`src/hdl/rom_load_pkg.sv`:
```
/*
 * ROM loader shared definitions
 * Image address map, data widths and the download FSM states
 */
`default_nettype none

package rom_load_pkg;

	// ##################################################
	// Widths
	// ##################################################
	typedef logic [11:0] byte_addr_t;  // Image byte address
	typedef logic [9:0]  prog_addr_t;  // Program word address
	typedef logic [7:0]  gfx_addr_t;   // Graphics word index
	typedef logic [7:0]  load_byte_t;  // One download byte
	typedef logic [15:0] prog_word_t;  // Program word
	typedef logic [31:0] gfx_word_t;   // Graphics word

	// ##################################################
	// Image map, scaled down for short simulation
	// ##################################################
	localparam int IMAGE_BYTES = 2560;  // Whole image, last byte at 0x9FF

	localparam byte_addr_t GFX_BASE = 12'h000;  // Graphics, 256 words of 4 bytes
	localparam byte_addr_t GFX_END  = 12'h3FF;

	localparam byte_addr_t BANK_A_BASE = 12'h400;  // Program bank A
	localparam byte_addr_t BANK_B_BASE = 12'h800;  // Bank B, filler sits in between
	localparam int         BANK_BYTES  = 512;
	localparam int         BANK_WORDS  = 256;

	// Word addresses seen on the program read port
	localparam prog_addr_t BANK_A_WORD = 10'h000;
	localparam prog_addr_t BANK_B_WORD = 10'h200;

	// Download FSM
	typedef enum logic [1:0] {
		ST_IDLE,     // Waiting for dl_active
		ST_RECEIVE,  // Taking bytes
		ST_DRAIN,    // Last graphics word still at the port
		ST_DONE      // Image complete
	} load_state_t;

endpackage

`default_nettype wire

```
`src/hdl/load_byte_if.sv`:
```
/*
 * Accepted-byte channel
 * One pulse per byte with its image address, plus packer back-pressure
 */
`timescale 1ns/1ps
`default_nettype none

interface load_byte_if import rom_load_pkg::*; ();

	logic       fire;  // One cycle per accepted byte
	byte_addr_t addr;  // Image address of that byte
	load_byte_t data;
	logic       busy;  // Graphics word still waiting at the memory port

	// Sequencer side, hands bytes over
	modport sequencer (
		output fire,
		output addr,
		output data,
		input  busy
	);

	// Packer side, may hold off the stream
	modport packer (
		input  fire,
		input  addr,
		input  data,
		output busy
	);

endinterface

`default_nettype wire

```
`src/hdl/byte_packer.sv`:
```
/*
 * Byte packer
 * Decodes the region of each byte and builds big-endian words:
 * 32-bit graphics words to a stallable port, 16-bit program words to the banks
 */
`timescale 1ns/1ps
`default_nettype none

module byte_packer import rom_load_pkg::*; (
	input  logic        clk_sys,
	input  logic        rst_n,
	load_byte_if.packer bus,
	output logic        mem_valid,
	output gfx_addr_t   mem_addr,
	output gfx_word_t   mem_data,
	input  logic        mem_ready,
	output logic        bank_we,
	output prog_addr_t  bank_waddr,
	output prog_word_t  bank_wdata
);

	logic [23:0] acc;  // Last three bytes, oldest on top
	logic        is_gfx, is_bank_a, is_bank_b;
	logic        gfx_last, prog_last;
	byte_addr_t  gfx_off, prog_off;
	prog_addr_t  word_base;

	// ##################################################
	// Region decode
	// ##################################################
	assign is_gfx    = (bus.addr <= GFX_END);
	assign is_bank_a = (bus.addr >= BANK_A_BASE) &&
		(bus.addr < byte_addr_t'(BANK_A_BASE + BANK_BYTES));
	assign is_bank_b = (bus.addr >= BANK_B_BASE) &&
		(bus.addr < byte_addr_t'(BANK_B_BASE + BANK_BYTES));

	assign gfx_off   = bus.addr - GFX_BASE;
	assign prog_off  = bus.addr - (is_bank_b ? BANK_B_BASE : BANK_A_BASE);
	assign word_base = is_bank_b ? BANK_B_WORD : BANK_A_WORD;

	// Fourth byte of a graphics word, second byte of a program word
	assign gfx_last  = bus.fire && is_gfx && (bus.addr[1:0] == 2'b11);
	assign prog_last = bus.fire && (is_bank_a || is_bank_b) && bus.addr[0];

	// Hold the stream while a word sits at the port
	assign bus.busy = mem_valid;

	// ##################################################
	// Control
	// ##################################################
	always_ff @(posedge clk_sys) begin
		if (!rst_n) begin
			mem_valid <= 1'b0;
			bank_we   <= 1'b0;
		end else begin
			bank_we <= prog_last;
			if (gfx_last)
				mem_valid <= 1'b1;
			else if (mem_ready)
				mem_valid <= 1'b0;  // Handshake done
		end
	end

	// Payload, filler bytes just pass through acc
	always_ff @(posedge clk_sys) begin
		if (bus.fire)
			acc <= {acc[15:0], bus.data};
		if (gfx_last) begin
			mem_addr <= gfx_off[9:2];
			mem_data <= {acc, bus.data};  // First byte ends up in [31:24]
		end
		if (prog_last) begin
			bank_waddr <= word_base + {2'b00, prog_off[8:1]};
			bank_wdata <= {acc[7:0], bus.data};
		end
	end

endmodule

`default_nettype wire

```
`src/flat_wrapper.sv`:
```
// flat-port wrapper written by rule: the top's interface ports become plain ports
module byte_packer_flat import rom_load_pkg::*;
  (clk_sys, rst_n, mem_valid, mem_addr, mem_data, mem_ready, bank_we, bank_waddr, bank_wdata, bus_fire, bus_addr, bus_data, bus_busy);
  load_byte_if bus_i ();
  input  logic clk_sys;
  input  logic rst_n;
  output logic mem_valid;
  output gfx_addr_t mem_addr;
  output gfx_word_t mem_data;
  input  logic mem_ready;
  output logic bank_we;
  output prog_addr_t bank_waddr;
  output prog_word_t bank_wdata;
  input wire logic [$bits(bus_i.fire)-1:0] bus_fire;
  input wire logic [$bits(bus_i.addr)-1:0] bus_addr;
  input wire logic [$bits(bus_i.data)-1:0] bus_data;
  output wire logic [$bits(bus_i.busy)-1:0] bus_busy;
  assign bus_i.fire = bus_fire;
  assign bus_i.addr = bus_addr;
  assign bus_i.data = bus_data;
  assign bus_busy = bus_i.busy;
  byte_packer u_core (.clk_sys(clk_sys), .rst_n(rst_n), .bus(bus_i), .mem_valid(mem_valid), .mem_addr(mem_addr), .mem_data(mem_data), .mem_ready(mem_ready), .bank_we(bank_we), .bank_waddr(bank_waddr), .bank_wdata(bank_wdata));
endmodule
```
`config.mk`:
```
export PLATFORM = sky130hd
export DESIGN_NAME = byte_packer_flat
export DESIGN_NICKNAME = d
export VERILOG_FILES = /design/src/hdl/rom_load_pkg.sv /design/src/hdl/load_byte_if.sv /design/src/hdl/byte_packer.sv /design/src/flat_wrapper.sv
export SDC_FILE = /design/constraint.sdc
export NUM_CORES = 1
export LEC_CHECK = 0
export BUFFER_PORTS_ARGS = -buffer_cell sky130_fd_sc_hd__buf_2
export CAP_MARGIN = 15
export CORE_UTILIZATION = 49
export DETAILED_ROUTE_END_ITERATION = 7
export PLACE_DENSITY_LB_ADDON = 0.15
export SLEW_MARGIN = 20
export SYNTH_ARGS = -nofsm -noshare
export SYNTH_HDL_FRONTEND = slang
export SYNTH_SLANG_ARGS = --single-unit
export TNS_END_PERCENT = 30
```
`constraint.sdc`:
```
create_clock -name clk_sys -period 3.9 [get_ports clk_sys]
set_input_delay 0.78 -clock clk_sys [delete_from_list [all_inputs] [get_ports clk_sys]]
set_output_delay 0.78 -clock clk_sys [all_outputs]
set_load 0.05 [all_outputs]
```
==> reports/results.tsv <==
stage	metric	value	unit
worst_setup_path	CP Max Fanout	27	
clocking	CTS HTree Levels	3	
routing	Post-DRT Antenna Nets	0	
logic_synthesis	synth top area cells	edfxtp_1 (96%), dfxtp_1 (1.4%), buf_4 (0.54%)	
timing	fin crit share	63.5	%
logic_synthesis	EDFF count, synth	89	
timing	FMAX	404	MHz
logic_synthesis	Mapped Cells	104	
routing	DRT Pass-1 Iters	6	
final_layout	ant diodes	0	
floorplan	core area	5510	sq um
power_and_ir_drop	Power per Cell Area	488	nW/um^2
final_layout	Area Overhead vs Synth	25.4	%
timing	Tmin final	2480	ps
clocking	Clock Sinks	91	
final_layout	non-filler instance count after layout	282	
worst_setup_path	reg2reg start	u_core.acc[2]$_DFFE_PP_	
timing	Worst Slack Setup Final	1420	ps
worst_setup_path	Critical Path Sink	u_core.mem_addr[3]$_DFFE_PP_	
logic_synthesis	register bit total from synthesis	91	
logic_synthesis	Seq/Total Area, Yosys	97.0	%
clocking	CTS Buf Count	9	
final_layout	nets	230	
worst_hold_path	min-delay src	u_core.acc[21]$_DFFE_PP_	
floorplan	row cnt	27	
placed_design	GPL Wtd Cong	0.750	
power_and_ir_drop	Pleak	0.00130	uW
placed_design	dpl ws	1000	ps
timing	RSZ-0062 raised after global routing	no	
routing	# DRC	0	
timing	worst-margin pin slew	761	ps
worst_hold_path	Hold Crit Class	reg -> reg	
global_routing	vias in the first global route	1306	
clocking	PostCTS Resize Cnt	0	
timing	post-route setup TNS	0	ps
worst_setup_path	reg2reg setup slack	3210	ps
routing	DR vias/cell	4.63	
run	max-cap viol count	0	
timing	clock skew	7.94	ps
clocking	maximum buffer depth of the clock tree	2	
logic_synthesis	most common cell in the netlist	edfxtp_1	
global_routing	first-pass GRT wire length	6470	um
clocking	worst skew pair latency	330	ps
routing	vias	1307	
floorplan	die width	77.5	um
global_routing	initial antenna violation count	0	
worst_setup_path	worst r2r dst	u_core.bank_wdata[10]$_DFFE_PP_	
logic_synthesis	syn_area_per_cell	26.9	sq um
logic_synthesis	Synth top area share	95.6	%
placed_design	Buffers on Ports	91	
clocking	CTS tree	yes	
logic_synthesis	cell taking the most area after synthesis	edfxtp_1	
clocking	CTS hold repair buffers	0	
routing	violation count after the first detailed-route iteration	70	
worst_setup_path	CP Launch Point	bus_fire	
final_layout	share of cells above drive strength 1	50.5	%
placed_design	placed instance count	267	
clocking	Root Driver	clkbuf_8	
routing	WL per Instance	14.7	um
logic_synthesis	synth cell count leaders	edfxtp_1 (89), buf_4 (2), dfxtp_1 (2)	
logic_synthesis	Syn. warnings	0	
logic_synthesis	asr flop ratio synth	0	%
timing	Fin. Hold Viols	0	
timing	Slew Viols, Final	0	
floorplan	Initial Util	50.8	%
worst_setup_path	Startpoint Class	primary input	
worst_setup_path	FF-to-FF path depth	0	
worst_setup_path	Worst Path Required	3930	ps
floorplan	die height	77.5	um
floorplan	I/O pin cnt	93	
logic_synthesis	syn_nets	128	
logic_synthesis	Post-Syn Area	2800	sq um
placed_design	DP HPWL	2830	um
outcome	status	complete, no violations	
worst_setup_path	CP endpoint kind	register	
timing	Slew HR	49.2	%
clocking	Worst-path clk slew	80	ps
worst_setup_path	Crit path arrival time	2510	ps
worst_setup_path	crit path kind	in -> reg	
routing	WL final	4140	um
logic_synthesis	Top FF cell, synth	edfxtp_1	
timing	final setup fails	0	
global_routing	total gr overflow	0	
floorplan	die area	6010	sq um
final_layout	FILL cells	416	
power_and_ir_drop	Max IR drop VDD	238	uV
global_routing	overall routing resource usage	15.2	%
clocking	Post-CTS Setup Bufs	0	
logic_synthesis	synth unique cells	14	
global_routing	largest net degree at the start of global routing	28	
## layer usage
| metal | routed length, um | up-vias | part of all wire, % | GRT usage (%) |
|---|---|---|---|---|
| li1 | - | 616 | - | - |
| met2 | 2090 | 59 | 50 | 24.4 |
| met5 | 0 | - | 0 | 0 |
| met3 | 295 | 7 | 7.1 | 5.65 |
| met4 | 57 | 0 | 1.4 | 7.92 |
| met1 | 1700 | 625 | 41 | 17.7 |
## kinds of logic after synthesis
kind of cell,synth area share [%]
buf+inv,0.537
simple gates,1.79
flops,97.0
compound gates,0.179
xor+xnor,0.313
other cells,0.134
## flip-flops by register name, summed over array words and instances, names as in the netlist
name	flops
u_core.bank_waddr	9
u_core.bank_wdata	16
u_core.bus.busy	1
u_core.mem_addr	8
u_core.mem_data	32
u_core.bank_we	1
u_core.acc	24
## critical path, stage by stage
cell	delay (ps)
buf_2	460
nand2_1	250
nor2_4	650
buf_4	350
## placed cells by master, fill, tap and decap left out
cell type and count:
clkinvlp_4 1, nand2_1 1, edfxtp_1 89, nand3b_1 1, dfxtp_1 2, buf_2 91, clkbuf_8 9, xnor2_1 1
o21ai_1 1, or3b_1 1, nor2_4 1, clkinv_2 1, buf_4 2, conb_1 1, clkbuf_1 3, nand3_1 1
nor4b_1 1, nor3b_1 1, nor3_2 1, clkinv_1 1
## power breakdown
group / internal [uW] / switching [uW]
combinational: 19.2 / 71.8
sequential: 1110 / 11.7
clock: 226 / 272
## stage by stage
stage	hold WS [ps]	util (%)	total power, uW	cell area [sq um]
4_1_cts	429	63.6	1730	3500
6_report	427	63.6	1710	3500
3_3_place_gp	407	60.9	1230	3350
5_1_grt	432	63.6	1770	3500
3_5_place_dp	410	60.9	1240	3350
2_1_floorplan	400	-	1200	2800
## worst min-delay path by stage
stage / depth (start not counted) / to / slack [ps]
after CTS: 0 / u_core.mem_data[29]$_DFFE_PP_ / 430
after global placement: 0 / u_core.mem_data[26]$_DFFE_PP_ / 410
final: 0 / u_core.mem_data[29]$_DFFE_PP_ / 430
after detailed placement: 0 / u_core.mem_data[26]$_DFFE_PP_ / 410
after global routing: 0 / u_core.mem_data[29]$_DFFE_PP_ / 430
after floorplan: 0 / u_core.mem_data[24]$_DFFE_PP_ / 400
## cell type report
class,instances,area [sq um],area share (%)
Clock buffer,12,135,3.86
Timing Repair Buffer,93,470,13.4
Tap cell,72,90.1,2.57
Clock inverter,3,16.3,0.464
Sequential cell,91,2710,77.4
Multi-Input combinational cell,11,80.1,2.28
(Power assumes the default switching activity.)
