### config.mk
export PLATFORM = sky130hd
export DESIGN_NAME = load_counter
export DESIGN_NICKNAME = d
export VERILOG_FILES = /design/src/hdl/rom_load_pkg.sv /design/src/hdl/load_counter.sv
export SDC_FILE = /design/constraint.sdc
export NUM_CORES = 1
export LEC_CHECK = 0
export ABC_AREA = 1
export BUFFER_PORTS_ARGS = -buffer_cell sky130_fd_sc_hd__buf_2
export CORE_AREA = 3 3 40 42
export CTS_BUF_LIST = sky130_fd_sc_hd__clkbuf_8
export CTS_CLUSTER_SIZE = 20
export DETAILED_ROUTE_END_ITERATION = 10
export DIE_AREA = 0 0 43 45
export PLACE_DENSITY = 0.78
export SYNTH_ARGS = -nofsm -noshare
export SYNTH_HDL_FRONTEND = slang
export SYNTH_SLANG_ARGS = --single-unit
### constraint.sdc
create_clock -name clk_sys -period 3.5 [get_ports clk_sys]
set_input_delay 0.35 -clock clk_sys [delete_from_list [all_inputs] [get_ports clk_sys]]
set_output_delay 0.35 -clock clk_sys [all_outputs]
set_load 0.01 [all_outputs]
### src/hdl/rom_load_pkg.sv
/*
 * ROM loader shared definitions
 * Image address map, data widths and the download FSM states
 */
`default_nettype none

package rom_load_pkg;

	// ##################################################
	// Widths
	// ##################################################
	typedef logic [11:0] byte_addr_t;  // Image byte address
	typedef logic [9:0]  prog_addr_t;  // Program word address
	typedef logic [7:0]  gfx_addr_t;   // Graphics word index
	typedef logic [7:0]  load_byte_t;  // One download byte
	typedef logic [15:0] prog_word_t;  // Program word
	typedef logic [31:0] gfx_word_t;   // Graphics word

	// ##################################################
	// Image map, scaled down for short simulation
	// ##################################################
	localparam int IMAGE_BYTES = 2560;  // Whole image, last byte at 0x9FF

	localparam byte_addr_t GFX_BASE = 12'h000;  // Graphics, 256 words of 4 bytes
	localparam byte_addr_t GFX_END  = 12'h3FF;

	localparam byte_addr_t BANK_A_BASE = 12'h400;  // Program bank A
	localparam byte_addr_t BANK_B_BASE = 12'h800;  // Bank B, filler sits in between
	localparam int         BANK_BYTES  = 512;
	localparam int         BANK_WORDS  = 256;

	// Word addresses seen on the program read port
	localparam prog_addr_t BANK_A_WORD = 10'h000;
	localparam prog_addr_t BANK_B_WORD = 10'h200;

	// Download FSM
	typedef enum logic [1:0] {
		ST_IDLE,     // Waiting for dl_active
		ST_RECEIVE,  // Taking bytes
		ST_DRAIN,    // Last graphics word still at the port
		ST_DONE      // Image complete
	} load_state_t;

endpackage

`default_nettype wire

### src/hdl/load_counter.sv
/*
 * Image byte counter
 * Counts accepted bytes to form the image address
 */
`timescale 1ns/1ps
`default_nettype none

module load_counter import rom_load_pkg::*; (
	input  logic       clk_sys,
	input  logic       rst_n,
	input  logic       clear,    // Start of a download
	input  logic       incr,     // Byte accepted
	output byte_addr_t count,
	output logic       at_last
);

	// Last image byte sits at IMAGE_BYTES-1
	assign at_last = (count == byte_addr_t'(IMAGE_BYTES - 1));

	always_ff @(posedge clk_sys) begin
		if (!rst_n) begin
			count <= '0;
		end else if (clear) begin
			count <= '0;
		end else if (incr) begin
			count <= count + 1'b1;  // Visible the clock after the byte
		end
	end

endmodule

`default_nettype wire

==> results of run 1 <==
-- where the power goes --
| group | switching, mW | internal [mW] | total (mW) |
|---|---|---|---|
| sequential | 0.00104 | 0.138 | 0.139 |
| combinational | 0.00642 | 0.00426 | 0.0107 |
| clock | 0.0526 | 0.0994 | 0.152 |
-- cell families (layout without fill, tap and decap cells) --
family,count (synthesis),in the layout
simple gates,48,48
fa+ha+maj,1,1
buf+inv,13,33
flops,12,12
compound gates,14,14
-- layout make-up --
class,count,area [µm²]
multi-input combinational,63,314
fill,136,528
clock buffer,4,55.1
sequential,12,240
inverter,13,48.8
tap,15,18.8
timing repair buffer,16,80.1
-- Yosys cell counts --
master	instances	area [µm²]
nand2_1	17	63.8
inv_1	13	48.8
nor2_1	13	48.8
dfxtp_1	12	240
nand3_1	8	40.0
a21oi_1	7	35.0
o21ai_0	6	30.0
nand4_1	3	18.8
nand2_2	2	12.5
nor2_4	2	22.5
ha_1	1	12.5
nor2_2	1	6.26
nor3_1	1	5.00
nor3b_1	1	7.51
o21bai_2	1	11.3
-- final timing paths --
path         depth (start not counted)  startpoint  slack [ps]       end
max                                  4    count[0]        1880   at_last
min                                  2        incr         370  count[1]
max reg2reg                          6    count[0]        2260  count[8]
min reg2reg                          2    count[2]         510  count[2]
-- metal layers --
| layer | share of wire (%) | track usage (%) | vias to the layer above |
|---|---|---|---|
| met5 | 0 | 0 | - |
| met4 | 3.6 | 15.1 | 0 |
| met3 | 6.7 | 7.17 | 4 |
| met2 | 45 | 23.4 | 16 |
| met1 | 45 | 16.9 | 275 |
| li1 | - | - | 326 |
-- metrics by stage --
step	util [%]	area, µm²	cells
final	58.9	757	123
after global routing	58.9	757	123
after CTS	58.9	757	123
after detailed placement	54.6	702	119
after global placement	54.6	702	119
after floorplan	-	603	88
-- critical path, cell delays in order, from the launching register on --
cell,delay [ps]
dfxtp_1,380
ha_1,190
nand3_1,110
nor3_1,190
buf_2,160
==> reports/summary.json, run 1 <==
{
  "clock_slew_at_reported_path_ffs": {"value": 50, "unit": "ps"},
  "die_x": {"value": 43, "unit": "µm"},
  "layout_commonest_cell": {"value": "nand2_1"},
  "synth-compound-area-share": {"value": 12.7, "unit": "%"},
  "ratio_of_cells_with_drive_above_1_in_the_final_layout": {"value": 24.1, "unit": "%"},
  "tritoncts_clock_tree": {"value": "yes"},
  "timing_hold_violations_final": {"value": 0},
  "synthesis.area": {"value": 603, "unit": "µm²"},
  "clockBufferDepth": {"value": 2},
  "grtUsageTotal": {"value": 15.9, "unit": "%"},
  "largest-register": {"value": "count"},
  "flow.area_growth_from_synthesis": {"value": 25.5, "unit": "%"},
  "antenna_diodes": {"value": 0},
  "clkSinkCount": {"value": 12},
  "setup_violations": {"value": 0},
  "synth_xor_area_share": {"value": 0, "unit": "%"},
  "hold_buf_count_cts": {"value": 0},
  "synthDistinctLibCells": {"value": 15},
  "cts.repair.resized": {"value": 0},
  "basic_gate_share_of_the_synthesized_area_counting_and_or_nand_and_nor_cells": {"value": 37.3, "unit": "%"},
  "cts.repair_timing.setup_buffer_count": {"value": 0},
  "ys_warn_count": {"value": 0},
  "unrepaired_setup_endpoints_after_global_routing": {"value": "no"},
  "power_density": {"value": 398, "unit": "nW/µm²"},
  "maximum_number_of_pins_on_one_net_before_global_route_repair": {"value": 11},
  "largest_reg_flops": {"value": 12},
  "drc_violations_left": {"value": 0},
  "clock_skew": {"value": 7.25, "unit": "ps"},
  "die_h": {"value": 45, "unit": "µm"},
  "die_area": {"value": 1940, "unit": "µm²"},
  "detail-route-antenna-nets": {"value": 0},
  "critical_path.endpoint_type": {"value": "output port"},
  "antenna_found_initial": {"value": 0},
  "globalRouteOverflowTotal": {"value": 0},
  "layout_top_registers": {"value": "count (12)"},
  "drv.max_cap_violation_count": {"value": 0},
  "power.ir.vdd_worst": {"value": 0.416, "unit": "mV"},
  "worst_path_fanout_max": {"value": 4},
  "worst_slew_pin_slew": {"value": 578, "unit": "ps"},
  "first_global_vias": {"value": 533},
  "worst-setup-path-type": {"value": "flip-flop to output port"},
  "ios": {"value": 17},
  "hpwlAfterDp": {"value": 975, "unit": "µm"},
  "path_category_of_the_worst_min_delay_check": {"value": "input port to flip-flop"},
  "synth_area_per_cell": {"value": 6.85, "unit": "µm²"},
  "grt_first_pass_wirelength": {"value": 2.09, "unit": "mm"},
  "fmax": {"value": 618, "unit": "MHz"},
  "hold-worst-slack": {"value": 370, "unit": "ps"},
  "largest_family_of_logic_cells_by_synthesized_area": {"value": "simple AND/OR/NAND/NOR gates"},
  "run_status": {"value": "complete, no violations"},
  "initial_utilization": {"value": 46.9, "unit": "%"},
  "post_synth_inst_count": {"value": 88},
  "h_tree_lvl_count": {"value": 1},
  "io_buffer_count": {"value": 16},
  "dp_worst_setup_slack": {"value": 2130, "unit": "ps"},
  "finalCriticalPeriod": {"value": 1620, "unit": "ps"},
  "setup_tns": {"value": 0, "unit": "ps"},
  "routedWlPerCell": {"value": 10.3, "unit": "µm"},
  "design_power_total": {"value": 0.302, "unit": "mW"},
  "synthesis.nets": {"value": 93},
  "cts-buffers-inserted": {"value": 3},
  "wl": {"value": 1.26, "unit": "mm"},
  "finish.net_count": {"value": 114},
  "via_count": {"value": 621},
  "synth.area.mux_share": {"value": 0, "unit": "%"},
  "clk_latency": {"value": 250, "unit": "ps"},
  "min_period_over_period": {"value": 46.2, "unit": "%"},
  "maxSlewHeadroom": {"value": 61.3, "unit": "%"},
  "detail_route.iter0.violations": {"value": 7},
  "cts_root_buf": {"value": "clkbuf_8"},
  "final.setup.worst_slack": {"value": 1880, "unit": "ps"},
  "fp-row-count": {"value": 13},
  "slew_violations": {"value": 0},
  "static-leakage-power": {"value": 0.331, "unit": "nW"},
  "worstPathArrival": {"value": 1270, "unit": "ps"},
  "synth.ff_latch_count": {"value": 12},
  "viasPerCell": {"value": 5.05},
  "yosys.area_share.adder": {"value": 2.07, "unit": "%"},
  "place.gp.congestion": {"value": 0.763},
  "synth.yosys.seq_area_share": {"value": 39.8, "unit": "%"},
  "timing.critical_path.from_type": {"value": "flip-flop"},
  "critical_path_required_time": {"value": 3150, "unit": "ps"},
  "detailedRoute.firstPassIterationCount": {"value": 4},
  "most-common-layout-cells": {"value": "nand2_1 (17), buf_2 (16), inv_1 (13), nor2_1 (13), dfxtp_1 (12)"},
  "design.core.area": {"value": 1280, "unit": "µm²"}
}
(Power assumes the default switching activity.)
==> run 2: changes to the inputs <==
--- a/config.mk
+++ b/config.mk
@@ -12,7 +12,7 @@
 export CTS_CLUSTER_SIZE = 20
 export DETAILED_ROUTE_END_ITERATION = 10
 export DIE_AREA = 0 0 43 45
-export PLACE_DENSITY = 0.78
+export PLACE_DENSITY = 0.81
 export SYNTH_ARGS = -nofsm -noshare
 export SYNTH_HDL_FRONTEND = slang
 export SYNTH_SLANG_ARGS = --single-unit
==> constraint.sdc (replaced) <==
create_clock -name clk_sys -period 1.4 [get_ports clk_sys]
set_input_delay 0.14 -clock clk_sys [delete_from_list [all_inputs] [get_ports clk_sys]]
set_output_delay 0.14 -clock clk_sys [all_outputs]
set_load 0.01 [all_outputs]
==> run 2 against run 1 <==
  * Non-clock buffer count grew 1
  * Setup slack worse by 1800 ps
  * Sequential cell count did not move
  * First-iteration DRC count increased by 29%
  * Highest routed layer unchanged
  * Critical path type unchanged
  * Largest cell class unchanged
  * Global-route usage fell by 1.5 points
  * Cell area grew 0.17%
  * Hold slack got worse by 210 ps
  * Count of clock-buffer cells in the layout down 1
  * Cell count did not move
  * Die area stayed put
  * Utilization grew 0.097 points
==> reports/summary.json, run 2 (same netlist as run 1, synthesis figures left out) <==
{
  "run_status": {"value": "complete, no violations", "change": "unchanged"},
  "io_buffer_count": {"value": 16, "change": "unchanged"},
  "multiInputGateArea": {"value": 319, "unit": "µm²", "change": "was 314 µm²"},
  "static-leakage-power": {"value": 0.330, "unit": "nW", "change": "was 0.331 nW"},
  "largest-register": {"value": "count", "change": "unchanged"},
  "cts_root_buf": {"value": "clkbuf_8", "change": "unchanged"},
  "ios": {"value": 17, "change": "unchanged"},
  "layout_top_registers": {"value": "count (12)", "change": "unchanged"},
  "global_route.usage.met3": {"value": 5.98, "unit": "%", "change": "was 7.17%"},
  "finalCriticalPeriod": {"value": 1330, "unit": "ps"},
  "drc_violations_left": {"value": 0, "change": "unchanged"},
  "clock_skew": {"value": 2.76, "unit": "ps", "change": "was 7.25 ps"},
  "busiest_layer": {"value": "met2", "change": "unchanged"},
  "power.ir.vdd_worst": {"value": 0.548, "unit": "mV", "change": "was 0.416 mV"},
  "timing_hold_violations_final": {"value": 0, "change": "unchanged"},
  "critical_path.endpoint_type": {"value": "output port", "change": "unchanged"},
  "largest_reg_flops": {"value": 12, "change": "unchanged"},
  "die_area": {"value": 1940, "unit": "µm²", "change": "unchanged"},
  "layout_commonest_cell": {"value": "nand2_1", "change": "unchanged"},
  "postLayoutCellArea": {"value": 758, "unit": "µm²", "change": "was 757 µm²"},
  "viasPerCell": {"value": 4.88, "change": "was 5.05"},
  "finish.net_count": {"value": 115, "change": "was 114"},
  "initial_utilization": {"value": 46.9, "unit": "%", "change": "unchanged"},
  "detailedRoute.firstPassIterationCount": {"value": 4, "change": "unchanged"},
  "tritoncts_clock_tree": {"value": "yes", "change": "unchanged"},
  "worst_path_fanout_max": {"value": 4, "change": "unchanged"},
  "timing.critical_path.from_type": {"value": "flip-flop", "change": "unchanged"},
  "min_period_over_period": {"value": 94.8, "unit": "%"},
  "h_tree_lvl_count": {"value": 1, "change": "unchanged"},
  "final.setup.worst_slack": {"value": 73.1, "unit": "ps", "change": "was 1880 ps"},
  "maximum_number_of_pins_on_one_net_before_global_route_repair": {"value": 11, "change": "unchanged"},
  "clock_slew_at_reported_path_ffs": {"value": 50, "unit": "ps", "change": "about the same"},
  "ratio_of_cells_with_drive_above_1_in_the_final_layout": {"value": 26.9, "unit": "%", "change": "was 24.1%"},
  "global_route.usage.met1": {"value": 17.1, "unit": "%", "change": "was 16.9%"},
  "critical_path_required_time": {"value": 1260, "unit": "ps", "change": "was 3150 ps"},
  "cts.repair_timing.setup_buffer_count": {"value": 0, "change": "unchanged"},
  "setup_tns": {"value": 0, "unit": "ps", "change": "unchanged"},
  "nFillCells": {"value": 131, "change": "was 136"},
  "hpwlAfterDp": {"value": 926, "unit": "µm", "change": "was 975 µm"},
  "worst-setup-path-type": {"value": "flip-flop to output port", "change": "unchanged"},
  "detail_route.iter0.violations": {"value": 9, "change": "was 7"},
  "path_category_of_the_worst_min_delay_check": {"value": "input port to flip-flop", "change": "unchanged"},
  "drv.max_cap_violation_count": {"value": 0, "change": "unchanged"},
  "detail-route-antenna-nets": {"value": 0, "change": "unchanged"},
  "die_x": {"value": 43, "unit": "µm", "change": "unchanged"},
  "hold_buf_count_cts": {"value": 0, "change": "unchanged"},
  "maxSlewHeadroom": {"value": 84.4, "unit": "%", "change": "was 61.3%"},
  "grtUsageTotal": {"value": 14.4, "unit": "%", "change": "was 15.9%"},
  "antenna_diodes": {"value": 0, "change": "unchanged"},
  "regToRegSetupSlack": {"value": 200, "unit": "ps", "change": "was 2260 ps"},
  "worst_slew_pin_slew": {"value": 234, "unit": "ps", "change": "was 578 ps"},
  "cp_slowest_cell": {"value": "dfxtp_2", "change": "was dfxtp_1"},
  "power_density": {"value": 896, "unit": "nW/µm²", "change": "was 398 nW/µm²"},
  "wl": {"value": 1.19, "unit": "mm", "change": "was 1.26 mm"},
  "dp_worst_setup_slack": {"value": 158, "unit": "ps", "change": "was 2130 ps"},
  "clk_latency": {"value": 240, "unit": "ps", "change": "was 250 ps"},
  "path_cells": {"value": "ha_1 -> nand3_1 -> nor3_2 -> buf_2", "change": "was ha_1 -> nand3_1 -> nor3_1 -> buf_2"},
  "clkSinkCount": {"value": 12, "change": "unchanged"},
  "fin_util": {"value": 59.0, "unit": "%", "change": "was 58.9%"},
  "first_global_vias": {"value": 510, "change": "was 533"},
  "setup_violations": {"value": 0, "change": "unchanged"},
  "clockBufferDepth": {"value": 2, "change": "unchanged"},
  "worstPathArrival": {"value": 1190, "unit": "ps", "change": "was 1270 ps"},
  "globalRouteMet2Util": {"value": 22.5, "unit": "%", "change": "was 23.4%"},
  "grt_first_pass_wirelength": {"value": 2.07, "unit": "mm", "change": "was 2.09 mm"},
  "most-common-layout-cells": {"value": "nand2_1 (17), buf_2 (16), inv_1 (13), nor2_1 (13), dfxtp_1 (10)", "change": "was nand2_1 (17), buf_2 (16), inv_1 (13), nor2_1 (13), dfxtp_1 (12)"},
  "cts-buffers-inserted": {"value": 3, "change": "unchanged"},
  "routedWlPerCell": {"value": 9.68, "unit": "µm", "change": "was 10.3 µm"},
  "regArea": {"value": 243, "unit": "µm²", "change": "was 240 µm²"},
  "cp_slowest_stage_delay": {"value": 350, "unit": "ps", "change": "was 380 ps"},
  "design.core.area": {"value": 1280, "unit": "µm²", "change": "unchanged"},
  "flow.area_growth_from_synthesis": {"value": 25.7, "unit": "%", "change": "was 25.5%"},
  "fmax": {"value": 754, "unit": "MHz"},
  "hold-worst-slack": {"value": 156, "unit": "ps", "change": "was 370 ps"},
  "via_count": {"value": 600, "change": "was 621"},
  "fp-row-count": {"value": 13, "change": "unchanged"},
  "place.gp.congestion": {"value": 0.778, "change": "was 0.763"},
  "slew_violations": {"value": 0, "change": "unchanged"},
  "globalRouteOverflowTotal": {"value": 0, "change": "unchanged"},
  "die_h": {"value": 45, "unit": "µm", "change": "unchanged"},
  "antenna_found_initial": {"value": 0, "change": "unchanged"},
  "placedInstanceArea": {"value": 709, "unit": "µm²", "change": "was 702 µm²"}
}
[run 2: cell count changes in the layout (fill, tap and decap cells not counted), sizes merged]
cell / before / now
buf: 16 / 17
clkbuf: 4 / 3
[run 2: final cells by class]
type                    count  share of cell area, %
inverters                  13                   6.44
flip-flops and latches     12                   32.0
multi-input cells          63                   42.1
repair buffers             17                   11.6
well taps                  15                   2.48
clock buffers               3                   5.45
[run 2: per-stage QoR]
step | total power, mW | std cells
after floorplan | 0.369 | 88
after global placement | 0.383 | 120
after detailed placement | 0.384 | 120
after CTS | 0.692 | 123
after global routing | 0.705 | 123
final | 0.680 | 123
[run 2: path summary, 6_finish.rpt]
| kind | startpoint | to | cells past startpoint |
|---|---|---|---|
| hold reg to reg | count[4] | count[4] | 1 |
| hold / removal | incr | count[1] | 2 |
| setup reg to reg | count[0] | count[8] | 6 |
| setup / recovery | count[0] | at_last | 4 |
[run 2: critical path, delay by kind of cell, from the launching register on]
| kind | cells | cell delay, ps |
|---|---|---|
| and+or+nand+nor | 2 | 280 |
| buffers and inverters | 1 | 150 |
| adders and majority gates | 1 | 170 |
| DFF | 1 | 350 |
[run 2: report_power, final]
part / total, mW / internal (mW) / switching [mW]
clock network: 0.302 / 0.188 / 0.114
registers: 0.349 / 0.346 / 0.00282
logic: 0.0290 / 0.0125 / 0.0165
[run 2: repair_timing]
action / 4_1_cts / 5_1_grt
pin swaps: 0 / 0
cloned: 0 / 0
endpoints found under the setup margin: 1 / 1
resized for setup: 1 / 2
[run 2: routing by layer]
layer	share of wire [%]	vias up
li1	-	328
met1	46	256
met2	45	12
met3	6.8	4
met4	2.0	0
met5	0	-
