`src/hdl/rom_load_pkg.sv`:
```
/*
 * ROM loader shared definitions
 * Image address map, data widths and the download FSM states
 */
`default_nettype none

package rom_load_pkg;

	// ##################################################
	// Widths
	// ##################################################
	typedef logic [11:0] byte_addr_t;  // Image byte address
	typedef logic [9:0]  prog_addr_t;  // Program word address
	typedef logic [7:0]  gfx_addr_t;   // Graphics word index
	typedef logic [7:0]  load_byte_t;  // One download byte
	typedef logic [15:0] prog_word_t;  // Program word
	typedef logic [31:0] gfx_word_t;   // Graphics word

	// ##################################################
	// Image map, scaled down for short simulation
	// ##################################################
	localparam int IMAGE_BYTES = 2560;  // Whole image, last byte at 0x9FF

	localparam byte_addr_t GFX_BASE = 12'h000;  // Graphics, 256 words of 4 bytes
	localparam byte_addr_t GFX_END  = 12'h3FF;

	localparam byte_addr_t BANK_A_BASE = 12'h400;  // Program bank A
	localparam byte_addr_t BANK_B_BASE = 12'h800;  // Bank B, filler sits in between
	localparam int         BANK_BYTES  = 512;
	localparam int         BANK_WORDS  = 256;

	// Word addresses seen on the program read port
	localparam prog_addr_t BANK_A_WORD = 10'h000;
	localparam prog_addr_t BANK_B_WORD = 10'h200;

	// Download FSM
	typedef enum logic [1:0] {
		ST_IDLE,     // Waiting for dl_active
		ST_RECEIVE,  // Taking bytes
		ST_DRAIN,    // Last graphics word still at the port
		ST_DONE      // Image complete
	} load_state_t;

endpackage

`default_nettype wire

```
`src/hdl/load_byte_if.sv`:
```
/*
 * Accepted-byte channel
 * One pulse per byte with its image address, plus packer back-pressure
 */
`timescale 1ns/1ps
`default_nettype none

interface load_byte_if import rom_load_pkg::*; ();

	logic       fire;  // One cycle per accepted byte
	byte_addr_t addr;  // Image address of that byte
	load_byte_t data;
	logic       busy;  // Graphics word still waiting at the memory port

	// Sequencer side, hands bytes over
	modport sequencer (
		output fire,
		output addr,
		output data,
		input  busy
	);

	// Packer side, may hold off the stream
	modport packer (
		input  fire,
		input  addr,
		input  data,
		output busy
	);

endinterface

`default_nettype wire

```
`src/hdl/load_sequencer.sv`:
```
/*
 * Download sequencer
 * Runs one image download, gates the stream handshake and flags completion
 */
`timescale 1ns/1ps
`default_nettype none

module load_sequencer import rom_load_pkg::*; (
	input  logic           clk_sys,
	input  logic           rst_n,
	input  logic           dl_active,
	input  logic           dl_valid,
	input  load_byte_t     dl_data,
	output logic           dl_ready,
	input  byte_addr_t     count,     // Address of the next byte
	input  logic           at_last,   // Next byte closes the image
	output logic           cnt_clear,
	output logic           loaded,
	load_byte_if.sequencer bus
);

	load_state_t state, state_nxt;
	logic        active_q;  // dl_active delayed, for rise detect in ST_DONE
	logic        start;

	// Level start from idle, fresh rise needed once done
	assign start = dl_active &&
		((state == ST_IDLE) || ((state == ST_DONE) && !active_q));

	assign dl_ready  = (state == ST_RECEIVE) && dl_active && !bus.busy;
	assign bus.fire  = dl_ready && dl_valid;  // Byte transfers here
	assign bus.addr  = count;
	assign bus.data  = dl_data;
	assign cnt_clear = start;

	always_comb begin
		state_nxt = state;
		case (state)
			ST_IDLE, ST_DONE: begin
				if (start)
					state_nxt = ST_RECEIVE;
			end
			ST_RECEIVE: begin
				if (!dl_active)
					state_nxt = ST_IDLE;  // Aborted mid-image
				else if (bus.fire && at_last)
					state_nxt = ST_DRAIN;
			end
			ST_DRAIN: begin
				if (!dl_active)
					state_nxt = ST_IDLE;
				else if (!bus.busy)
					state_nxt = ST_DONE;  // Nothing left at the port
			end
			default: state_nxt = ST_IDLE;
		endcase
	end

	always_ff @(posedge clk_sys) begin
		if (!rst_n) begin
			state    <= ST_IDLE;
			active_q <= 1'b0;
			loaded   <= 1'b0;
		end else begin
			state    <= state_nxt;
			active_q <= dl_active;
			if (start)
				loaded <= 1'b0;  // New download invalidates the image
			else if ((state == ST_DRAIN) && (state_nxt == ST_DONE))
				loaded <= 1'b1;
		end
	end

endmodule

`default_nettype wire

```
`src/flat_wrapper.sv`:
```
// flat-port wrapper written by rule: the top's interface ports become plain ports
module load_sequencer_flat import rom_load_pkg::*;
  (clk_sys, rst_n, dl_active, dl_valid, dl_data, dl_ready, count, at_last, cnt_clear, loaded, bus_fire, bus_addr, bus_data, bus_busy);
  load_byte_if bus_i ();
  input  logic clk_sys;
  input  logic rst_n;
  input  logic dl_active;
  input  logic dl_valid;
  input  load_byte_t dl_data;
  output logic dl_ready;
  input  byte_addr_t count;
  input  logic at_last;
  output logic cnt_clear;
  output logic loaded;
  output wire logic [$bits(bus_i.fire)-1:0] bus_fire;
  output wire logic [$bits(bus_i.addr)-1:0] bus_addr;
  output wire logic [$bits(bus_i.data)-1:0] bus_data;
  input wire logic [$bits(bus_i.busy)-1:0] bus_busy;
  assign bus_fire = bus_i.fire;
  assign bus_addr = bus_i.addr;
  assign bus_data = bus_i.data;
  assign bus_i.busy = bus_busy;
  load_sequencer u_core (.clk_sys(clk_sys), .rst_n(rst_n), .dl_active(dl_active), .dl_valid(dl_valid), .dl_data(dl_data), .dl_ready(dl_ready), .count(count), .at_last(at_last), .cnt_clear(cnt_clear), .loaded(loaded), .bus(bus_i));
endmodule
```
`config.mk`:
```
export PLATFORM = sky130hd
export DESIGN_NAME = load_sequencer_flat
export DESIGN_NICKNAME = d
export VERILOG_FILES = /design/src/hdl/rom_load_pkg.sv /design/src/hdl/load_byte_if.sv /design/src/hdl/load_sequencer.sv /design/src/flat_wrapper.sv
export SDC_FILE = /design/constraint.sdc
export NUM_CORES = 1
export LEC_CHECK = 0
export BUFFER_PORTS_ARGS = -buffer_cell sky130_fd_sc_hd__buf_2
export CELL_PAD_IN_SITES_DETAIL_PLACEMENT = 1
export CELL_PAD_IN_SITES_GLOBAL_PLACEMENT = 1
export CORE_MARGIN = 3
export CORE_UTILIZATION = 21
export CTS_CLUSTER_DIAMETER = 80
export DETAILED_ROUTE_END_ITERATION = 7
export PLACE_DENSITY = 0.78
export SLEW_MARGIN = 30
export SYNTH_ARGS = -nofsm -noshare
export SYNTH_HDL_FRONTEND = slang
export SYNTH_SLANG_ARGS = --single-unit
```
`constraint.sdc`:
```
create_clock -name clk_sys -period 4.3 [get_ports clk_sys]
set_input_delay 0.645 -clock clk_sys [delete_from_list [all_inputs] [get_ports clk_sys]]
set_output_delay 0.645 -clock clk_sys [all_outputs]
set_load 0.05 [all_outputs]
```
==> results of run 1 <==
per-layer routing:
| metal | wire length [um] | global-route usage | up-vias |
|---|---|---|---|
| met3 | 91 | 0.0401 | 8 |
| met2 | 328 | 0.0847 | 11 |
| li1 | - | - | 149 |
| met5 | 0 | 0 | - |
| met1 | 357 | 0.0725 | 139 |
| met4 | 23 | 0.0611 | 0 |
cells in the mapped netlist (2+ instances only):
cell type and n:
sky130_fd_sc_hd__buf_4 20, sky130_fd_sc_hd__a21oi_1 2, sky130_fd_sc_hd__nor2_1 2, sky130_fd_sc_hd__dfxtp_1 4
sky130_fd_sc_hd__and2_1 2, sky130_fd_sc_hd__nor2b_1 2, sky130_fd_sc_hd__inv_1 4, sky130_fd_sc_hd__ha_1 4
sky130_fd_sc_hd__nand2_1 3, sky130_fd_sc_hd__o211ai_1 2
logic make-up (layout without fill, tap and decap cells):
logic type,after synthesis,in the layout,share of synthesized area
compound gates,11,11,0.183
buf+inv,24,16,0.377
flops,4,4,0.183
simple gates,12,12,0.143
fa+ha+maj,4,4,0.114
area by class of cell:
class                           count  area (sq um)  share of cell area
Multi-Input combinational cell     27           193               0.498
Sequential cell                     4          80.1               0.207
Timing Repair Buffer                9          45.0               0.117
Tap cell                           25          31.3              0.0809
Clock buffer                        3          22.5              0.0583
Inverter                            4          15.0              0.0388
flip-flops by register name, indices dropped and copies added, names as in the netlist:
| register | count |
|---|---|
| u_core.state | 2 |
| u_core.loaded | 1 |
| u_core.active_q | 1 |
path summary, 6_finish.rpt:
path | startpoint | to | slack [ns] | depth (start not counted)
worst max register to register | u_core.state[0] | u_core.loaded | 2.76 | 6
worst max-delay path | u_core.state[1] | bus_fire | 2.20 | 6
worst min register to register | u_core.loaded | u_core.loaded | 0.49 | 1
worst min-delay path | u_core.loaded | u_core.loaded | 0.49 | 1
power groups by stage:
stage,Sequential (mW),Clock (mW),Combinational [mW]
after floorplan,0.0428,0,0.0792
after global placement,0.0437,0,0.0394
after detailed placement,0.0439,0,0.0407
after CTS,0.0433,0.0482,0.0408
after global routing,0.0435,0.0508,0.0449
final,0.0430,0.0453,0.0407
per-stage QoR:
stage          hold WS, ns  power, mW  cell area, sq um  worst slack, ns  std cells
5_1_grt              0.518      0.139               387             2.07         72
4_1_cts              0.500      0.132               387             2.16         72
3_5_place_dp         0.489     0.0846               364             2.27         69
6_report             0.491      0.129               387             2.20         72
2_1_floorplan        0.590      0.122               438             1.77         55
3_3_place_gp         0.478     0.0831               364             2.34         69
==> run metrics, run 1 <==
slew at the pin closest to its max-slew limit 0.261 ns; share of flip-flops with an asynchronous set or reset after synthesis 0; HPWL after detailed placement 651 um; pin count of the biggest net entering global routing 9; total overflow reported by the global router 0; total leakage power 0.178 nW; cell accounting for the most synthesized area sky130_fd_sc_hd__buf_4; count of clock tree sinks 4; total via count in the routed design 307; Layout area overhead -11.7%; critical path buffer and inverter count 2; max-slew violation total from the final report 0; residual antenna-violating net count after detailed routing 0; hold_buf cts 0; final critical delay including setup and external delays 2.10 ns; total length of routed wires 800 um; sort of element at the end of the critical path output port; category of cells accounting for the largest share of critical-path delay buffers and inverters; area inside the core boundary 1840 sq um; root cell of the clock tree sky130_fd_sc_hd__clkbuf_4; max-cap viol count 0; total I/O pin count 50; Startpoint Class flop; fraction of post-synthesis cell area in the top cell type by area 0.343; Initial Util 0.238; gate count after technology mapping 55; number of synthesized register bits 4; Final Net Count 79; data arrival time at the worst-slack endpoint 1.46 ns; kind of critical path flop to output port; number of distinct standard cells referenced by the synthesized netlist 20; Seq/Total Area, Yosys 0.183; sum of negative setup slack 0 ns; CP max FO 5; mean routed wirelength per cell 11.1 um; Longest Clk Path Bufs 2; global-route wire length before repair 1240 um; number of setup buffers added after CTS 0; synthesized net count 85; number of diodes 0; switching part of the total power 0.341; unrepaired setup endpoints after global routing no; H-tree levels 1; clock latency at the later pin of the worst-skew pair 0.23 ns; main flop type after synthesis sky130_fd_sc_hd__dfxtp_1; peak per-stage delay on the critical path 0.34 ns; CP Cell Sequence inv_1, ha_1, nand2_1, nor2_1, and2_1, buf_2; outcome complete, no violations; power spent charging and discharging nets 44.0 uW; relative slew slack 0.825; final-report hold violation count 0; Post-Route Utilization 0.210; FMAX 0.475 GHz; count of final setup violators 0; layout cells sized above 1 0.277; standard-cell rows 15; number of inserted filler cells in the final layout 245; CTS tree yes; number of synthesized flops with an enable pin 0; GP Congestion 0.794; Netlist Area Pre-Place 438 sq um; horizontal die dimension 51.7 um; number of I/O port buffers 9; TritonCTS Buffers 3; Setup Skew 0.00275 ns; DRC violation count after routing 0; number of detailed-routing iterations run before antenna repair 4; post-detailed-route via-to-cell ratio 4.26; internal power 85.1 uW; power density over the cells 334 nW/um^2; class of the worst hold path flop to flop; top area cells in the synthesized netlist sky130_fd_sc_hd__buf_4 (34%), sky130_fd_sc_hd__dfxtp_1 (18%), sky130_fd_sc_hd__ha_1 (11%); part of the power in combinational logic 0.315; die area 2670 sq um; most common library cell in the layout ignoring fill and taps sky130_fd_sc_hd__buf_2; initial DRC count 6; number of resized instances in the post-cts repair step 0; final worst-path cycle share 0.489; global-route total usage across every layer 0.0658; commonest cells after routing, fill and taps aside sky130_fd_sc_hd__buf_2 (9), sky130_fd_sc_hd__inv_1 (4), sky130_fd_sc_hd__ha_1 (4), sky130_fd_sc_hd__dfxtp_1 (4); via count of the first global-routing pass 308; mean instance size in the synthesized netlist 7.96 sq um; clock-pin slew reported for the worst setup and hold paths after clock tree synthesis 0.04 ns; clock power share 0.351; fraction of power consumed by sequential logic 0.334; initial antenna violation count 0; CP required 3.65 ns; height of the die 51.7 um; cell with the biggest individual delay on the critical path sky130_fd_sc_hd__dfxtp_1; YS warnings 0; Max VDD drop 107 uV
Power figures use the tool's default switching activity.
==> inputs of run 2 (changes only) <==
--- a/config.mk
+++ b/config.mk
@@ -8,11 +8,12 @@
 export BUFFER_PORTS_ARGS = -buffer_cell sky130_fd_sc_hd__buf_2
 export CELL_PAD_IN_SITES_DETAIL_PLACEMENT = 1
 export CELL_PAD_IN_SITES_GLOBAL_PLACEMENT = 1
+export CORE_ASPECT_RATIO = 0.6
 export CORE_MARGIN = 3
-export CORE_UTILIZATION = 21
+export CORE_UTILIZATION = 20
 export CTS_CLUSTER_DIAMETER = 80
 export DETAILED_ROUTE_END_ITERATION = 7
-export PLACE_DENSITY = 0.78
+export PLACE_DENSITY = 0.75
 export SLEW_MARGIN = 30
 export SYNTH_ARGS = -nofsm -noshare
 export SYNTH_HDL_FRONTEND = slang
==> constraint.sdc (replaced) <==
create_clock -name clk_sys -period 2 [get_ports clk_sys]
set_input_delay 0.3 -clock clk_sys [delete_from_list [all_inputs] [get_ports clk_sys]]
set_output_delay 0.3 -clock clk_sys [all_outputs]
set_load 0.05 [all_outputs]
==> run 2 against run 1 <==
  * Power rose by 120%
  * Critical endpoint is now cnt_clear
  * Utilization fell by 0.89 points
  * Cell area rose by 1.6%
  * Combinational power rose by 120%
  * Critical path depth fell by 1
  * Sequential cell count did not move
  * Non-clock buffer count did not move
  * Worst setup slack got worse by 2.0 ns
==> run metrics, run 2 (synthesis gave the netlist of run 1 again) <==
outcome complete, no violations; total overflow reported by the global router 0 (unchanged); global-route total usage across every layer 0.0729 (+0.00710); number of placed instances with taps included 72 (+4.3%); GP Congestion 0.743 (-6.5%); DR WL met2 462 um (+41%); DRC violation count after routing 0 (unchanged); clock-pin slew reported for the worst setup and hold paths after clock tree synthesis 0.04 ns (about the same); sort of element at the end of the critical path output port; root cell of the clock tree sky130_fd_sc_hd__clkbuf_4; horizontal die dimension 66.4 um (+29%); H-tree levels 1 (unchanged); Routed met3 length 42 um (-54%); slew at the pin closest to its max-slew limit 0.238 ns (-0.0227 ns); total leakage power 0.177 nW (-0.15%); post-place setup slack 0.404 ns (-1.87 ns); kind of critical path flop to output port; number of diodes 0 (unchanged); Layout area overhead -10.3%; start point of the worst hold path rst_n; Largest register FFs 2 (unchanged); r2r startpoint u_core.state[0]; relative slew slack 0.840 (+0.0153); total I/O pin count 50 (unchanged); FMAX 0.555 GHz; Final Net Count 79 (unchanged); reg2reg setup slack 0.39 ns (-2.37 ns); worst setup margin 0.200 ns (-2.00 ns); Startpoint Class flop; post-layout power 281 uW (+120%); initial antenna violation count 0 (unchanged); Max VDD drop 115 uV (+7.8%); Initial Util 0.224 (-0.0137); CTS tree yes; total placed instance area 370 sq um (+1.7%); pin count of the biggest net entering global routing 9 (unchanged); CP max FO 5 (unchanged); Top reg by flops u_core.state; power density over the cells 716 nW/um^2 (+110%); initial DRC count 2 (-4); hold_buf cts 0 (unchanged); global-route wire length before repair 1490 um (+20%); count of clock tree sinks 4 (unchanged); final worst-path cycle share 0.900; capture endpoint of the worst hold path u_core.state[0]; height of the die 42.2 um (-18%); unrepaired setup endpoints after global routing no; final critical delay including setup and external delays 1.80 ns; Post-Route Utilization 0.201 (-0.00892); routed length on met1 313 um (-12%); die area 2810 sq um (+5.1%); class of the worst hold path primary input to flop; most common library cell in the layout ignoring fill and taps sky130_fd_sc_hd__buf_2; CP required 1.70 ns (-1.95 ns); max-slew violation total from the final report 0 (unchanged); mean routed wirelength per cell 11.4 um (+2.6%); depth of the most critical reg-to-reg path 6 (unchanged); residual antenna-violating net count after detailed routing 0 (unchanged); number of detailed-routing iterations run before antenna repair 3 (-1); total via count in the routed design 322 (+4.9%); HPWL after detailed placement 705 um (+8.2%); number of cells on the worst hold path 2 (+1); number of setup buffers added after CTS 0 (unchanged); endpoint of the worst register-to-register path u_core.loaded; post-detailed-route via-to-cell ratio 4.29 (+0.69%); data arrival time at the worst-slack endpoint 1.50 ns (+0.04 ns); Longest Clk Path Bufs 2 (unchanged); commonest cells after routing, fill and taps aside sky130_fd_sc_hd__buf_2 (9), sky130_fd_sc_hd__inv_1 (4), sky130_fd_sc_hd__ha_1 (4), sky130_fd_sc_hd__dfxtp_1 (4); final instance count without filler cells 75 (+4.2%); cell area after layout 393 sq um (+1.6%); layout cells sized above 1 0.298 (+0.0213); max-cap viol count 0 (unchanged); count of final setup violators 0 (unchanged); uppermost metal layer occupied by signal nets met4; number of inserted filler cells in the final layout 251 (+2.4%); area inside the core boundary 1950 sq um (+6.1%); via count of the first global-routing pass 350 (+14%); WHS 0.316 ns (-0.175 ns); clock latency at the later pin of the worst-skew pair 0.23 ns (about the same); Setup Skew 0.00528 ns (+0.00253 ns); standard-cell rows 12 (-3); number of I/O port buffers 9 (unchanged); number of resized instances in the post-cts repair step 0 (unchanged); final-report hold violation count 0 (unchanged); TritonCTS Buffers 3 (unchanged); total length of routed wires 855 um (+6.9%); largest registers ranked by flip-flop count u_core.state x2, u_core.active_q x1, u_core.loaded x1; sum of negative setup slack 0 ns (unchanged)
-- run 2: worst max path at each step --
stage | startpoint | endpoint
after floorplan | u_core.state[1] | bus_fire
after global placement | u_core.state[0] | cnt_clear
after detailed placement | u_core.state[0] | u_core.loaded
after CTS | u_core.state[0] | cnt_clear
after global routing | u_core.state[0] | cnt_clear
final | u_core.state[0] | cnt_clear
-- run 2: critical path: stages (launching register included) --
cell and delay (ns):
sky130_fd_sc_hd__dfxtp_1 0.42, sky130_fd_sc_hd__inv_1 0.11, sky130_fd_sc_hd__ha_1 0.23, sky130_fd_sc_hd__o21ai_1 0.24, sky130_fd_sc_hd__inv_1 0.06, sky130_fd_sc_hd__buf_2 0.21
-- run 2: per-layer routing --
layer,track usage,up-vias
met5,0,-
met4,0.0931,0
met3,0.0241,4
met2,0.118,7
met1,0.0630,161
li1,-,150
-- run 2: final cells by class --
| cell class | count | area [sq um] | share of cell area |
|---|---|---|---|
| Clock buffer | 3 | 22.5 | 0.0573 |
| Inverter | 4 | 15.0 | 0.0382 |
| Multi-Input combinational cell | 27 | 195 | 0.497 |
| Sequential cell | 4 | 80.1 | 0.204 |
| Tap cell | 28 | 35.0 | 0.0892 |
| Timing Repair Buffer | 9 | 45.0 | 0.115 |
-- run 2: report_power, final --
part / switching (mW) / internal, mW / total, mW
clock network: 0.0314 / 0.0670 / 0.0984
registers: 0.00779 / 0.0859 / 0.0937
logic: 0.0588 / 0.0304 / 0.0892
==> inputs of run 3 (changes only) <==
==> constraint.sdc (replaced) <==
create_clock -name clk_sys -period 2 [get_ports clk_sys]
set_input_delay 0.3 -clock clk_sys [delete_from_list [all_inputs] [get_ports clk_sys]]
set_output_delay 0.3 -clock clk_sys [all_outputs]
set_load 0.1 [all_outputs]
==> run 3 against run 2 <==
  * Register-to-register slack better by 0.05 ns
  * Clock-buffer cell count stayed put
  * Sequential cell count stayed put
  * Die area stayed put
  * Clock skew is 0.0019 ns lower
  * Clock power is 1% lower
  * Largest power group is now combinational cells
==> run metrics, run 3 (synthesis gave the netlist of run 1 again) <==
outcome complete, no violations; Largest register FFs 2 (unchanged); clock-pin slew reported for the worst setup and hold paths after clock tree synthesis 0.03 ns (about the same); global-route wire length before repair 1370 um (-7.9%); post-detailed-route via-to-cell ratio 4.13 (-3.7%); initial antenna violation count 0 (unchanged); initial DRC count 5 (+3); Initial Util 0.224 (unchanged); count of clock tree sinks 4 (unchanged); CP max FO 5 (unchanged); max-cap viol count 0 (unchanged); Setup Skew 0.00335 ns (-0.00192 ns); mean routed wirelength per cell 11.1 um (-3.0%); layer with the highest usage after global routing met2; number of gates on the worst path with buffers counted 5 (unchanged); Final Net Count 79 (unchanged); standard-cell rows 12 (unchanged); critical path buffer and inverter count 2 (-1); final instance count without filler cells 75 (unchanged); power spent charging and discharging nets 117 uW (+20%); final critical delay including setup and external delays 1.84 ns (+0.0413 ns); number of cells on the worst hold path 2 (unchanged); largest registers ranked by flip-flop count u_core.state x2, u_core.active_q x1, u_core.loaded x1; DRC violation count after routing 0 (unchanged); count of final setup violators 0 (unchanged); Longest Clk Path Bufs 2 (unchanged); die area 2810 sq um (unchanged); layout cells sized above 1 0.319 (+0.0213); horizontal die dimension 66.4 um (unchanged); Top reg by flops u_core.state; kind of critical path flop to output port; peak per-stage delay on the critical path 0.41 ns (about the same); number of detailed-routing iterations run before antenna repair 4 (+1); total leakage power 0.179 nW (+0.64%); sort of element at the end of the critical path output port; total overflow reported by the global router 0 (unchanged); start point of the worst hold path rst_n; class of the worst hold path primary input to flop; r2r startpoint u_core.state[0]; final-report hold violation count 0 (unchanged); total placed instance area 378 sq um (+2.0%); root cell of the clock tree sky130_fd_sc_hd__clkbuf_4; global-route total usage across every layer 0.0674 (-0.00549); global routing met2 resource utilization 0.114 (-0.00394); post-layout power 302 uW (+7.3%); HPWL after detailed placement 699 um (-0.84%); CP required 1.70 ns (about the same); TritonCTS Buffers 3 (unchanged); via count of the first global-routing pass 335 (-4.3%); commonest cells after routing, fill and taps aside sky130_fd_sc_hd__buf_2 (8), sky130_fd_sc_hd__inv_1 (4), sky130_fd_sc_hd__ha_1 (4), sky130_fd_sc_hd__clkbuf_4 (4), sky130_fd_sc_hd__dfxtp_1 (4); area inside the core boundary 1950 sq um (unchanged); total length of routed wires 829 um (-3.0%); data arrival time at the worst-slack endpoint 1.54 ns (+0.04 ns); total via count in the routed design 310 (-3.7%); max-slew violation total from the final report 0 (unchanged); fraction of power consumed by sequential logic 0.306 (-0.027); depth of the most critical reg-to-reg path 6 (unchanged); final worst-path cycle share 0.921 (+0.0207); GP Congestion 0.728 (-2.0%); Critical path origin u_core.state[0]; category of cells accounting for the largest share of critical-path delay buffers and inverters; FMAX 0.543 GHz (-2.2%); cell with the biggest individual delay on the critical path sky130_fd_sc_hd__buf_2; CTS tree yes; met3 Resource Use GR 0.0322 (+0.00804); clock latency at the later pin of the worst-skew pair 0.23 ns (about the same); clock power share 0.322 (-0.028); Layout area overhead -8.00%; Max VDD drop 101 uV (-12%); power density over the cells 750 nW/um^2 (+4.7%); CP Cell Sequence ha_1, nor2b_1, o21ai_1, inv_1, buf_2; hold_buf cts 0 (unchanged); unrepaired setup endpoints after global routing no; Startpoint Class flop; residual antenna-violating net count after detailed routing 0 (unchanged); total I/O pin count 50 (unchanged); slew at the pin closest to its max-slew limit 0.487 ns (+0.249 ns); internal power 185 uW (+0.68%); most common library cell in the layout ignoring fill and taps sky130_fd_sc_hd__buf_2; number of I/O port buffers 9 (unchanged); relative slew slack 0.678 (-0.163); part of the power in combinational logic 0.372 (+0.055); switching part of the total power 0.389 (+0.0403); sum of negative setup slack 0 ns (unchanged); number of placed instances with taps included 72 (unchanged); height of the die 42.2 um (unchanged); H-tree levels 1 (unchanged); met1 Use GR 0.0568 (-0.00621); number of diodes 0 (unchanged); number of inserted filler cells in the final layout 246 (-2.0%); cell area after layout 403 sq um (+2.5%); pin count of the biggest net entering global routing 9 (unchanged)
-- run 3: changes by cell type in the layout (fill, tap and decap cells not counted) --
cell and change:
sky130_fd_sc_hd__clkbuf_4 +1, sky130_fd_sc_hd__and2_1 -1, sky130_fd_sc_hd__and2_4 +1, sky130_fd_sc_hd__nor2_2 -1, sky130_fd_sc_hd__buf_2 -1, sky130_fd_sc_hd__nor2_4 +1
-- run 3: power by group through the flow --
stage               clock network [mW]  logic [mW]  registers [mW]
finish                          0.0974       0.112          0.0924
global placement                     0       0.107          0.0931
CTS                              0.103       0.112          0.0922
floorplan                            0       0.273          0.0920
global route                     0.107       0.124          0.0931
detailed placement                   0       0.112          0.0934
-- run 3: worst reg2reg max path: stages (launching register included) --
cell and delay, ns:
sky130_fd_sc_hd__dfxtp_1 0.39, sky130_fd_sc_hd__inv_1 0.10, sky130_fd_sc_hd__ha_1 0.35, sky130_fd_sc_hd__nor2b_1 0.17, sky130_fd_sc_hd__nor2_1 0.14, sky130_fd_sc_hd__a21oi_1 0.09, sky130_fd_sc_hd__o211a_1 0.21
-- run 3: metal layers --
| metal | part of all wire | routed length (um) |
|---|---|---|
| met1 | 0.40 | 334 |
| met4 | 0 | 0 |
| met5 | 0 | 0 |
| met3 | 0.034 | 28 |
| met2 | 0.56 | 466 |
-- run 3: through the flow --
| stage | hold slack (ns) | setup WS, ns | util |
|---|---|---|---|
| after floorplan | 0.422 | 0.106 | - |
| after global placement | 0.492 | 0.344 | 0.194 |
| after detailed placement | 0.487 | 0.323 | 0.194 |
| after CTS | 0.314 | 0.0699 | 0.205 |
| after global routing | 0.328 | 0.0309 | 0.206 |
| final | 0.319 | 0.158 | 0.206 |
-- run 3: layout make-up --
cell class | count | area (sq um) | share of cell area
well taps | 28 | 35.0 | 0.0870
inverters | 4 | 15.0 | 0.0373
flip-flops and latches | 4 | 80.1 | 0.199
clock buffers | 3 | 22.5 | 0.0559
multi-input cells | 27 | 203 | 0.503
repair buffers | 9 | 47.5 | 0.118
-- run 3: repair_timing --
action / in CTS / in global routing
setup buffers: 0 / 0
endpoints found under the setup margin: 0 / 1
gates resized for setup: 0 / 1
-- run 3: worst paths after layout --
path / endpoint / slack, ns
worst max register to register: u_core.loaded / 0.44
worst min-delay path: u_core.state[0] / 0.32
worst min register to register: u_core.loaded / 0.50
worst max-delay path: cnt_clear / 0.16
